===== src/logic/dcache_settings.svh =====
// Cache geometry macros: number of sets, associativity, address width and line offset width

`ifndef DCACHE_SETTINGS_SVH
`define DCACHE_SETTINGS_SVH

// =========================================================================
// Geometry of the data cache tag store
// =========================================================================

// Number of sets held in every way bank
// The set index width is derived from this value and must stay a power of two
`define DC_LINES 64

// Associativity of the cache
// One tag bank is built for each way
`define DC_WAYS 4

// Width of a byte address as seen by the requester
`define DC_ADDR_BITS 32

// Number of byte offset bits inside one cache line
// A line is therefore 64 bytes wide
`define DC_LOBIT 6

// The tag is whatever remains above the set index and the line offset
// With the values above this gives 32 - 6 - 6 = 20 tag bits

`endif


===== src/logic/dcache_addr_pkg.sv =====
// Address field widths and the address, tag, set index and way number types

`include "dcache_settings.svh"

package dcache_addr_pkg;

	// =====================================================================
	// Field widths
	// =====================================================================

	// Bits needed to select one set
	localparam int DC_INDEX_BITS = $clog2(`DC_LINES);

	// Bits needed to name one way
	localparam int DC_WAY_BITS = $clog2(`DC_WAYS);

	// Lowest address bit that belongs to the tag
	localparam int DC_TAG_LO = `DC_LOBIT + DC_INDEX_BITS;

	// Tag width is the remainder of the address above the set index
	localparam int DC_TAG_BITS = `DC_ADDR_BITS - DC_TAG_LO;

	// =====================================================================
	// Types
	// =====================================================================

	typedef logic [`DC_ADDR_BITS-1:0] dc_addr_t;
	typedef logic [DC_INDEX_BITS-1:0] dc_index_t;
	typedef logic [DC_TAG_BITS-1:0]   dc_tag_t;
	typedef logic [DC_WAY_BITS-1:0]   dc_way_t;

endpackage


===== src/logic/dcache_hit_merge.sv =====
// Hit merger: reduces per-way hit bits to one hit flag and way, and forms the response strobe

`timescale 1ns/1ps
`include "dcache_settings.svh"

module dcache_hit_merge (
	input  logic [`DC_WAYS-1:0]      way_hits,
	input  logic                     look_q,
	input  logic                     fill_q,
	input  dcache_addr_pkg::dc_way_t fill_way_q,
	output logic                     resp_valid,
	output logic                     hit,
	output dcache_addr_pkg::dc_way_t resp_way
);
	import dcache_addr_pkg::*;

	logic    any_hit;
	dc_way_t low_way;

	// =====================================================================
	// Way selection
	// =====================================================================

	// Scan from the top so the lowest hitting way is left in low_way
	// With duplicate tags in one set this makes the answer deterministic
	always_comb begin
		low_way = '0;
		for (int i = `DC_WAYS - 1; i >= 0; i--) begin
			if (way_hits[i])
				low_way = dc_way_t'(i);
		end
	end

	assign any_hit = |way_hits;

	// =====================================================================
	// Response
	// =====================================================================

	// Lookups and fills both answer, invalidates stay silent
	assign resp_valid = look_q | fill_q;

	// A fill never reports a hit
	assign hit = look_q & any_hit;

	// Fills report their victim way, lookups the lowest hitting way
	// A miss leaves low_way at zero
	always_comb begin
		if (fill_q)
			resp_way = fill_way_q;
		else if (look_q)
			resp_way = low_way;
		else
			resp_way = '0;
	end

endmodule


===== config.mk =====
export PLATFORM = sky130hd
export DESIGN_NAME = dcache_hit_merge
export DESIGN_NICKNAME = d
export VERILOG_FILES = /design/src/logic/dcache_addr_pkg.sv /design/src/logic/dcache_hit_merge.sv
export VERILOG_INCLUDE_DIRS = /design/src /design/src/logic
export SDC_FILE = /design/constraint.sdc
export NUM_CORES = 1
export LEC_CHECK = 0
export BUFFER_PORTS_ARGS = -buffer_cell sky130_fd_sc_hd__buf_4
export CAP_MARGIN = 0
export CORE_AREA = 2 2 39 41
export DETAILED_ROUTE_END_ITERATION = 10
export DIE_AREA = 0 0 41 43
export PLACE_DENSITY = 0.35
export SYNTH_ARGS = -nofsm -noshare
export SYNTH_HDL_FRONTEND = slang
export SYNTH_SLANG_ARGS = --single-unit

===== constraint.sdc =====
create_clock -name vclk -period 0.9
set_input_delay 0.18 -clock vclk [all_inputs]
set_output_delay 0.18 -clock vclk [all_outputs]
set_load 0.1 [all_outputs]

---- Yosys cells after proc, flatten, opt, wreduce, memory -nomap -nowiden ----
Index checks and enable logic that the tools add are counted.
word-level totals
  register bits ........................... 0
  input bits .............................. 8
  output and inout port bits .............. 4
  logic and storage cells ................. 9
cells by class
  mux-type cells .......................... 6
  bitwise operators ....................... 2
  reductions and logical operators ........ 1
operator list
  operator            number
  2-bit two-way mux   6
  4-bit OR reduction  1
  1-bit bitwise AND   1
  1-bit OR            1

---- Longest topological paths before layout ----
  depth after elaboration ................. 6
  gate-level depth with buffers ........... 3
  depth with buffers taken out ............ 3

---- Worst setup path after synthesis ----
Ideal clock, no wire load.
  path type ............................... input to output
  start ................................... input port way_hits[0]
  end ..................................... output port resp_way[0]
  arrival ................................. 2.576 ns
  required time ........................... 0.720 ns
  slack ................................... -1.856 ns
  cell stages on the path ................. 2
  buffers on the path ..................... 0
  cell sequence ........................... nand2b_1 o31ai_1
on the way
  cells in the longest elaborated chain, start to end .. 3
ends and longest elaborated chain
  item               RTL line                text
  start, declared    dcache_hit_merge.sv:7   input logic [`DC_WAYS-1:0] way_hits,
  2-bit two-way mux  dcache_hit_merge.sv:29  if (way_hits[i])
  2-bit two-way mux  dcache_hit_merge.sv:51  else if (look_q)
  2-bit two-way mux  dcache_hit_merge.sv:49  if (fill_q)
  end, declared      dcache_hit_merge.sv:13  output dcache_addr_pkg::dc_way_t resp_way
No other way between the ends.

---- Worst setup path in the final report ----
  start ................................... input port way_hits[0]
  end ..................................... output port resp_way[1]
Same word-level chain as after synthesis.

==> summary.md <==
| Metric | Value |
|---|---|
| Status | finished with violations |
| Violated checks | negative setup slack |
| Setup ws final | -0.2497 ns |
| TritonRoute pass-1 iters | 4 |
| Net Count, Synth | 18 |
| Synth Area in Simple Gates | 35.19% |
| Gr ovfl total | 0 |
| Xor/xnor share of the synthesized area | 0% |
| Clkbuf count | 0 |
| Compound-gate portion of the synthesized area | 59.26% |
| Switch share | 53.99% |
| Die Ht | between 40 and 50 um |
| Most common cell in the netlist | nand2_1 |
| DP Worst Slack | -0.3623 ns |
| Worst Hold Depth | 3 |
| Mapped Area | 67.57 um2 |
| Lkg Pwr | 0.1586 nW |
| CP max FO | 2 |
| RePlAce Congestion | 0.5971 |
| Fin crit share | 127.7% |
| Cts hold-fix bufs | 0 |
| Diodes inserted | 0 |
| Via-per-instance ratio | between 3 and 4 |
| Area Overhead vs Synth | 403.7% |
| Seq pwr share | 0% |
| Initial antenna violation count | 0 |
| Die X | 41 um |
| Synth cell types | 9 |
| Final Hold Fails | 0 |
| Slew HR | 83.47% |
| Crit path kind | primary input to output port |
| Worst setup SP type | primary input |
| DRC violations left | 0 |
| Logic pwr share | 100.0% |
| Post-synthesis adder-cell area fraction | 0% |
| Largest family of logic cells by synthesized area | compound AO/OA/AOI/OAI gates |
| Avg Inst Size Synth | 6.757 um2 |
| Worst hold slack | ~0.70 ns |
| Sequential cell count | 0 |
| Num rows | 14 |
| Worst endpoint data arrival time | 0.97 ns |
| Final wirelength | 380 um |
| Switching power | 132.8 uW |
| Die area | 1763 um2 |
| Vias in the first global route | 134 |
| I/O Buffers | 12 |
| Largest net degree at the start of global routing | 5 |
| HP Class | primary input to output port |
| Area fraction of the dominant cell type after synthesis | 24.07% |
| Most frequent CP cell | buf_6 |
| Largest area contributor in the netlist | o41ai_2 |
| Core region area | between 1000 and 1500 um2 |
| Endpoint kind of the worst setup timing path | output port |
| Gate Count Post-Synth | 10 |
| Total area of sequential cells | 0 um2 |
| Synth top area cells | o41ai_2 24%, o41a_1 17%, nand2_1 11% |
| Detail Placement HPWL | 327.4 um |
| Finished Core Util | 24.59% |
| Layout cells sized above 1 | 80.77% |
| P_int | ~110 uW |
| Max cap viols | 0 |
| Final net count | 36 |
| Critical path, cell by cell | buf_6 -> nand2b_4 -> o41ai_4 -> buf_6 |
| Antenna viol nets, final | 0 |
| Slowest cell on crit path | o41ai_4 |
| Crit path largest cell delay | 0.29 ns |
| Hold Path End | resp_way[1] |
| Slew Limit Fails | 0 |
| Syn. warnings | 0 |
| Post-synthesis mux area share | 0% |
| GR Util All Layers | 4.296% |
| Clock power frac | 0% |
| Setup violators final | 4 |
| Vias | 146 |
| Worst endpoint required time | 0.72 ns |
| Seq/Total Area, Yosys | 0% |
| Global-route wire length before repair | 572 um |
| Hold_sp | fill_q |
| Worst slew pin tran | about 0.25 ns |
| RSZ-0062 raised after global routing | yes |
| Wire length per cell | 9.048 um |
| Number of DRC markers in iteration 0 | 2 |
| Achievable Freq | roughly 0.87 GHz |
| Min Tclk post-route | approximately 1.1 ns |
| Initial Util | 4.882% |
| Maximum vdd drop | around 0.00028 V |
| Pwr Density | 722.8 nW/um2 |
| Io pins | 12 |
## final cells by class
class / instances / area (um2)
Inverter: 1 / 3.754
Fill cell: 147 / 1044
Multi-Input combinational cell: 9 / 108.9
Timing Repair Buffer: 16 / 207.7
Tap cell: 16 / 20.02
## repair_timing
| item | 4_1_cts | 5_1_grt |
|---|---|---|
| setup buffers | 0 | 0 |
| pin swaps | 3 | 1 |
| resized for setup | 17 | 3 |
| endpoints found under the setup margin | 4 | 4 |
## cell usage in the layout (no fill, tap or decap)
master    synthesis  layout
a21oi_1           1       1
o41a_4            0       1
buf_4             0       5
o41ai_4           0       1
nor2_1            1       1
or2_4             0       1
buf_8             0       3
nand2b_4          0       1
o31ai_4           0       1
buf_12            0       4
nand2_1           2       2
inv_1             1       1
buf_6             0       4
## power by group through the flow
stage / Sequential, mW / Combinational, mW / Clock [mW]
global placement: 0 / 0.200 / 0
global route: 0 / 0.255 / 0
finish: 0 / 0.246 / 0
CTS: 0 / 0.242 / 0
floorplan: 0 / 0.122 / 0
detailed placement: 0 / 0.202 / 0
## logic make-up after synthesis
group / after synthesis
simple gates: 5
compound gates: 4
buf+inv: 1
## critical path: cells and delay by family
kind | cells | cell delay [ns]
and+or+nand+nor | 1 | 0.14
AOI/OAI and AO/OA | 1 | 0.29
buffers and inverters | 2 | 0.36
## per-layer routing
metal	up-vias	GRT usage, %	part of all wire, %
li1	70	-	-
met1	64	6.329	45
met2	12	6.563	37
met3	0	1.047	17
met4	0	0	0
met5	-	0	0
## per-stage QoR
stage	instances	power [mW]	TNS, ns	cell area (um2)
after CTS	42	0.2421	-0.8258	329.1
after floorplan	10	0.1218	-1.306	110.1
final	42	0.2460	-0.7996	340.3
after global placement	42	0.2002	-1.256	262.8
after detailed placement	42	0.2021	-1.271	262.8
after global routing	42	0.2553	-0.8661	340.3
## how the worst max path moves through the flow
stage               slack [ns]         from  cells past startpoint           to
finish                   -0.25  way_hits[0]                      4  resp_way[1]
global route             -0.28  way_hits[0]                      4  resp_way[1]
CTS                      -0.26  way_hits[0]                      4  resp_way[1]
detailed placement       -0.36  way_hits[0]                      4  resp_way[1]
global placement         -0.36  way_hits[0]                      4  resp_way[1]
floorplan                -0.77  way_hits[0]                      2  resp_way[1]
(Power assumes the default switching activity.)
