<file path="src/logic/dcache_settings.svh">
// Cache geometry macros: number of sets, associativity, address width and line offset width

`ifndef DCACHE_SETTINGS_SVH
`define DCACHE_SETTINGS_SVH

// =========================================================================
// Geometry of the data cache tag store
// =========================================================================

// Number of sets held in every way bank
// The set index width is derived from this value and must stay a power of two
`define DC_LINES 64

// Associativity of the cache
// One tag bank is built for each way
`define DC_WAYS 4

// Width of a byte address as seen by the requester
`define DC_ADDR_BITS 32

// Number of byte offset bits inside one cache line
// A line is therefore 64 bytes wide
`define DC_LOBIT 6

// The tag is whatever remains above the set index and the line offset
// With the values above this gives 32 - 6 - 6 = 20 tag bits

`endif

</file>
<file path="src/logic/dcache_addr_pkg.sv">
// Address field widths and the address, tag, set index and way number types

`include "dcache_settings.svh"

package dcache_addr_pkg;

	// =====================================================================
	// Field widths
	// =====================================================================

	// Bits needed to select one set
	localparam int DC_INDEX_BITS = $clog2(`DC_LINES);

	// Bits needed to name one way
	localparam int DC_WAY_BITS = $clog2(`DC_WAYS);

	// Lowest address bit that belongs to the tag
	localparam int DC_TAG_LO = `DC_LOBIT + DC_INDEX_BITS;

	// Tag width is the remainder of the address above the set index
	localparam int DC_TAG_BITS = `DC_ADDR_BITS - DC_TAG_LO;

	// =====================================================================
	// Types
	// =====================================================================

	typedef logic [`DC_ADDR_BITS-1:0] dc_addr_t;
	typedef logic [DC_INDEX_BITS-1:0] dc_index_t;
	typedef logic [DC_TAG_BITS-1:0]   dc_tag_t;
	typedef logic [DC_WAY_BITS-1:0]   dc_way_t;

endpackage

</file>
<file path="src/logic/dcache_ctrl_pkg.sv">
// Operation enum for requests and state enum for the request decoder

`include "dcache_settings.svh"

package dcache_ctrl_pkg;

	// =====================================================================
	// Request operations
	// =====================================================================

	// Lookup reports hit and way, fill writes a victim way, inval drops a line
	typedef enum logic [1:0] {
		dc_op_lookup = 2'd0,
		dc_op_fill   = 2'd1,
		dc_op_inval  = 2'd2
	} dc_op_e;

	// =====================================================================
	// Decoder states
	// =====================================================================

	// The decoder sweeps all sets after reset before it accepts requests
	typedef enum logic {
		dc_st_clear = 1'b0,
		dc_st_ready = 1'b1
	} dc_state_e;

endpackage

</file>
<file path="src/logic/dcache_req_decode.sv">
// Request decoder: address split, post-reset clearing sweep, round-robin victims, way strobes

`timescale 1ns/1ps
`include "dcache_settings.svh"

module dcache_req_decode (
	input  logic                     clk,
	input  logic                     rst_n,
	input  logic                     req,
	input  dcache_ctrl_pkg::dc_op_e  op,
	input  dcache_addr_pkg::dc_addr_t adr,
	output logic                     ready,
	output dcache_addr_pkg::dc_index_t ndx,
	output dcache_addr_pkg::dc_tag_t req_tag,
	output logic                     look,
	output logic                     inval,
	output logic [`DC_WAYS-1:0]      fill,
	output logic                     clr,
	output dcache_addr_pkg::dc_index_t clr_ndx,
	output logic                     look_q,
	output logic                     fill_q,
	output dcache_addr_pkg::dc_way_t fill_way_q
);
	import dcache_addr_pkg::*;
	import dcache_ctrl_pkg::*;

	dc_state_e state;
	logic      accept;
	logic      fill_en;

	// One victim pointer per set, advanced on every fill to that set
	dc_way_t   victim [`DC_LINES];

	// =====================================================================
	// Address split and request strobes
	// =====================================================================

	assign ndx     = adr[DC_TAG_LO-1:`DC_LOBIT];
	assign req_tag = adr[`DC_ADDR_BITS-1:DC_TAG_LO];

	// Requests are only taken once the sweep has finished
	assign ready  = (state == dc_st_ready);
	assign accept = req & ready;

	assign look    = accept & (op == dc_op_lookup);
	assign inval   = accept & (op == dc_op_inval);
	assign fill_en = accept & (op == dc_op_fill);

	// Only the current victim way of the addressed set gets the fill strobe
	always_comb begin
		fill = '0;
		if (fill_en)
			fill[victim[ndx]] = 1'b1;
	end

	// The banks clear one set per cycle while the sweep runs
	assign clr = (state == dc_st_clear);

	// =====================================================================
	// Sweep state machine and response timing
	// =====================================================================

	always_ff @(posedge clk) begin
		if (!rst_n) begin
			state   <= dc_st_clear;
			clr_ndx <= '0;
			look_q  <= 1'b0;
			fill_q  <= 1'b0;
		end else begin
			look_q <= look;
			fill_q <= fill_en;
			if (state == dc_st_clear) begin
				clr_ndx <= clr_ndx + 1'b1;
				// Last set cleared, so requests open on the next cycle
				if (clr_ndx == dc_index_t'(`DC_LINES - 1))
					state <= dc_st_ready;
			end
		end
	end

	// =====================================================================
	// Round-robin victim counters
	// =====================================================================

	always_ff @(posedge clk) begin
		if (clr)
			victim[clr_ndx] <= '0;
		else if (fill_en)
			victim[ndx] <= victim[ndx] + 1'b1;
	end

	// The merger reports the way that the fill used, one cycle later
	always_ff @(posedge clk) begin
		fill_way_q <= victim[ndx];
	end

endmodule

</file>
<file path="config.mk">
export PLATFORM = sky130hd
export DESIGN_NAME = dcache_req_decode
export DESIGN_NICKNAME = d
export VERILOG_FILES = /design/src/logic/dcache_addr_pkg.sv /design/src/logic/dcache_ctrl_pkg.sv /design/src/logic/dcache_req_decode.sv
export VERILOG_INCLUDE_DIRS = /design/src /design/src/logic
export SDC_FILE = /design/constraint.sdc
export NUM_CORES = 1
export LEC_CHECK = 0
export CORE_ASPECT_RATIO = 1.5
export CORE_MARGIN = 2
export CORE_UTILIZATION = 55
export DETAILED_ROUTE_END_ITERATION = 16
export DONT_BUFFER_PORTS = 1
export PLACE_DENSITY = 0.7
export SLEW_MARGIN = 15
export SYNTH_ARGS = -nofsm -noshare
export SYNTH_HDL_FRONTEND = slang
export SYNTH_SLANG_ARGS = --single-unit
</file>
<file path="constraint.sdc">
create_clock -name clk -period 9.1 [get_ports clk]
set_input_delay 1.365 -clock clk [delete_from_list [all_inputs] [get_ports clk]]
set_output_delay 1.365 -clock clk [all_outputs]
set_load 0.05 [all_outputs]
</file>
# After elaboration in Yosys (flattened, before gate mapping)
# Memory sizes are Yosys's and may differ from the RTL's.
# Index checks and enable logic that the tools add are counted.
[word_totals]
reg_bits = 11
ramBits = 128
input_bits = 37
output_inout_bits = 44
memories = 1
[memory_table]
columns = ["name", "words", "width", "rd", "rd_clocked_by_memory_dff", "wr", "line_no", "text"]
rows = [
  ["victim", 64, 2, 1, 0, 1, "dcache_req_decode.sv:32", "dc_way_t victim [`DC_LINES];"],
]
[op_classes]
addsub = 2
magnitude_cmp = 2
n_eq_ne = 3
mux = 12
bitwise = 5
reduce_logical = 3
[ops]
columns = ["cell", "n"]
rows = [
  ["2-to-1 mux 1 bit", 8],
  ["adder 6 x 1 -> 6 bit, second input constant", 1],
  ["== test 6 bit, second input constant", 1],
  ["2-to-1 mux 6 bit", 1],
  ["bitwise AND 1 bit", 4],
  ["2-to-1 mux 4 bit", 1],
  ["less-than comparator 2 x 3 -> 1 bit, second input constant", 1],
  ["adder 2 x 1 -> 2 bit, second input constant", 1],
  ["demux 1 bit (select 2 bit)", 1],
  ["== test 2 x 1 -> 1 bit, second input constant", 1],
  ["== test 2 bit, second input constant", 1],
  [">= comparator 2 x 1 -> 1 bit, second input constant", 1],
  ["zero test 2 bit", 1],
  ["2-to-1 mux 2 bit", 1],
  ["OR reduction 2 bit", 1],
  ["logical AND 1 bit", 1],
  ["NOT 1 bit", 1],
]

# Longest topological paths before layout
[depth]
ltp_word = 7
depth_mapped = 9
depth_no_buf = 7

# Least setup slack after synthesis
# OpenSTA, ideal clock, no wires.
[synth_path]
path_kind = "input to output"
from = "input adr[6]"
to = "output fill[0]"
arrival_ps = 3637
path_slack_ps = 4098
stages = 8
path_buffers = 2
cell_sequence = "buf_6 buf_2 mux4_2 mux4_2 nand3b_1 and4_1 ha_1 and2_1"
[synth_between]
elab_chain_cells = 6
word_cells_on_any_way = 7
classes_between = "order compare: 2; mux: 3; reduce/logical: 1; memory: 1"
[synth_rtl]
columns = ["element", "line_no", "text"]
rows = [
  ["start, declared", "dcache_req_decode.sv:11", "input dcache_addr_pkg::dc_addr_t adr,"],
  ["memory (64 x 2 bit) *", "n/a", ""],
  ["less-than comparator 2 x 3 -> 1 bit (implied by the code) or >= comparator 2 x 1 -> 1 bit (tied branches)", "dcache_req_decode.sv:53", "fill[victim[ndx]] = 1'b1;"],
  ["logical AND 1 bit (implied by the code)", "dcache_req_decode.sv:53", ""],
  ["2-to-1 mux 1 bit (implied by the code)", "dcache_req_decode.sv:53", ""],
  ["demux 1 bit (select 2 bit) *", "dcache_req_decode.sv:53", ""],
  ["2-to-1 mux 4 bit *", "dcache_req_decode.sv:52", "if (fill_en)"],
  ["end, declared", "dcache_req_decode.sv:17", "output logic [`DC_WAYS-1:0] fill,"],
]
# Mark *: on every way between the ends. The rest lies on a longest branch, timed or not.

# Worst setup path after layout
# Ends and elaborated chain as after synthesis.

==> run metrics <==
r2r setup slk=5.80 ns; Routed WL=11900 um; CTS tree=built; nets=417; FF-to-FF path depth=6; Worst path max stage delay=0.55 ns; Reg2Reg Capture Point=victim[46][1]; critical path, cell by cell=mux4_1, mux4_2, or2_0, a32oi_2, ha_1, and2_1; Clock Skew=0.00670 ns; Total GRT Usage=0.213; Initial Util=0.562; WHS=0.786 ns; largest net degree at the start of global routing=65; Fmax achieved=203 MHz; num rows=47; number of setup buffers added after CTS=0; drt first pass iters=4; met2 Track Usage GR=0.351; worst path arrival time=3.57 ns; CP delay by family, top=multiplexers; crit path time final=4.94 ns; # IOs=81; Filler cells=835; drt drc=0; WL/cell=22.3 um; core box area=10900 um^2; via count=3204; total CTS buffers=17; grt ovf=0; clock sink total=139; initial antenna violation count=0; hold path startpoint=clr_ndx[5]; worst hold path depth=2; kind of critical path=in2out; CP Capture Type=output port; number of global-route vias before repair=3385; Synth Net Count=440; Mapped Area=6150 um^2; fin cells=534; Avg Vias per Cell=6.00; Synth top area share=0.625; Mean Syn Cell Area=15.4 um^2; final slew viol count=0; clock-pin transition on the worst setup and hold timing paths=0.05 ns; Inst Count DP=503; ys flop type=edfxtp_1; Hold WC Path Type=reg2reg; WP buf/inv=0; Max stage delay cell, worst path=mux4_1; Yosys warning count=0; Final TNS setup=0 ns; initial DRC count=260; startpoint types=input port; Netlist cell types=41; Crit path depth=6; WHS Endpoint=ready; final hold vios=0; Rel. slew slack=0.287; post-layout util=0.609; Post-CTS Hold Buffers=0; grt met3 use=0.0684; critical-path maximum fanout=39; area leader, netlist=edfxtp_1; P_leak=0.00244 uW; Root Driver=clkbuf_16; antenna cell count=0; P per Cell Area=213 nW/um^2; Worst IR Drop VDD=0.000120 V; layout cell share with drive strength beyond 1=0.176; Max-Cap Viols=0; Die Area=12100 um^2; CP required=7.74 ns; clock latency on the worst-skew pair=0.41 ns; Setup crit start=adr[6]; Post-DRT Antenna Nets=0; ys async rst share=0; first-pass GRT wire length=18600 um; GR peak layer=met2; actual slew at the worst max-slew pin=1.07 ns; met1 Use GR=0.254; EDFF count, synth=128; Syn Inst Count=398; RSZ-0062 raised after global routing=false; GP Congestion=0.767; status=complete, no violations; Tcrit/Tclk final=0.543; reg2reg start=victim[52][0]; post-cts resize count=0; Storage cell area=4060 um^2; Die Ht=133 um; Post-DP HPWL=7500 um; area taken by multi-input logic gates=1810 um^2; P&R area growth vs syn=8.31%; # setup viols final=0; chip width=90.3 um; Seq/Total Area, Yosys=0.661; PortBufs=0; Synth area leaders=edfxtp_1 63%, mux4_2 12%, nor2_1 4.1%; htree depth=4; #FFs+latches synth=139; CTS max path bufs=2
==> worst min-delay path, delay by kind of cell, from the launching register on <==
family / cells / cell delay, ns
flops: 1 / 0.52
simple gates: 1 / 0.15
compound gates: 1 / 0.07
==> per-stage QoR <==
stage               setup WS, ns  area, um^2  power, uW
floorplan                   4.10        6150        785
global placement            4.16        6080        756
detailed placement          4.14        6080        756
CTS                         4.12        6660       1420
global route                4.07        6660       1450
finish                      4.16        6660       1420
==> where the power goes <==
part / leakage, uW / switching [uW] / internal [uW]
Sequential: 0.00153 / 10.2 / 693
Clock: 0.000283 / 248 / 425
Combinational: 0.000627 / 20.9 / 19.0
==> registers in the layout (all words and copies together), names as in the netlist <==
signal      flops
clr_ndx         6
victim        128
fill_q          1
fill_way_q      2
ready           1
look_q          1
==> cell families (layout without fill, tap and decap cells) <==
family	after synthesis	count (layout)	synth area share
adders and majority gates	5	5	0.0102
xor gates and xnor gates	5	5	0.00713
buffers and inverters	46	35	0.0458
AOI/OAI and AO/OA	18	18	0.0224
muxes	45	45	0.149
DFF	139	139	0.661
and+or+nand+nor	140	140	0.104
==> cells in the mapped netlist (2+ instances only) <==
cell	count
or3_1	2
o21a_1	3
o221ai_1	2
nand2_1	30
buf_1	2
mux4_2	32
mux2i_1	7
dfxtp_1	11
clkbuf_1	10
and2_1	14
ha_1	5
buf_2	3
nand2b_1	3
mux4_1	4
inv_1	4
nor2_1	67
nand3_1	8
o21ai_0	3
o31ai_1	2
edfxtp_1	128
mux2_2	2
nor2b_1	4
xnor2_1	5
buf_4	26
nand3b_1	5
==> placed cells by master (no fill, tap or decap), types with 2 or more instances in the layout <==
cell type,n
nor2_1,67
and2_2,2
nand2b_1,3
nand3b_1,5
inv_1,4
edfxtp_1,128
mux2_2,2
and2_1,12
nand3_1,8
mux4_1,4
o31ai_1,2
nor2b_1,4
xnor2_1,5
clkbuf_16,17
clkinv_2,5
dfxtp_1,11
clkinvlp_4,2
mux2i_1,7
nand2_1,30
ha_1,5
o21ai_0,3
or3_1,2
clkinv_1,2
o221ai_1,2
o21a_1,3
bufinv_16,3
mux4_2,32
clkinv_4,2
==> worst max-delay path by stage <==
stage,end
2_1_floorplan,fill[0]
3_3_place_gp,fill[0]
3_5_place_dp,fill[1]
4_1_cts,fill[1]
5_1_grt,fill[1]
6_report,fill[0]
==> routing by layer <==
metal	vias up	wire, um
met5	-	0
met4	0	216
met3	17	854
met2	112	6290
met1	1641	4560
li1	1434	-
==> layout make-up <==
cell class / instances / area share
clock buffer: 17 / 0.0639
inverter: 4 / 0.00226
multi-input combinational: 213 / 0.272
tap: 147 / 0.0276
sequential: 139 / 0.611
clock inverter: 14 / 0.0233
Power figures use the tool's default switching activity.
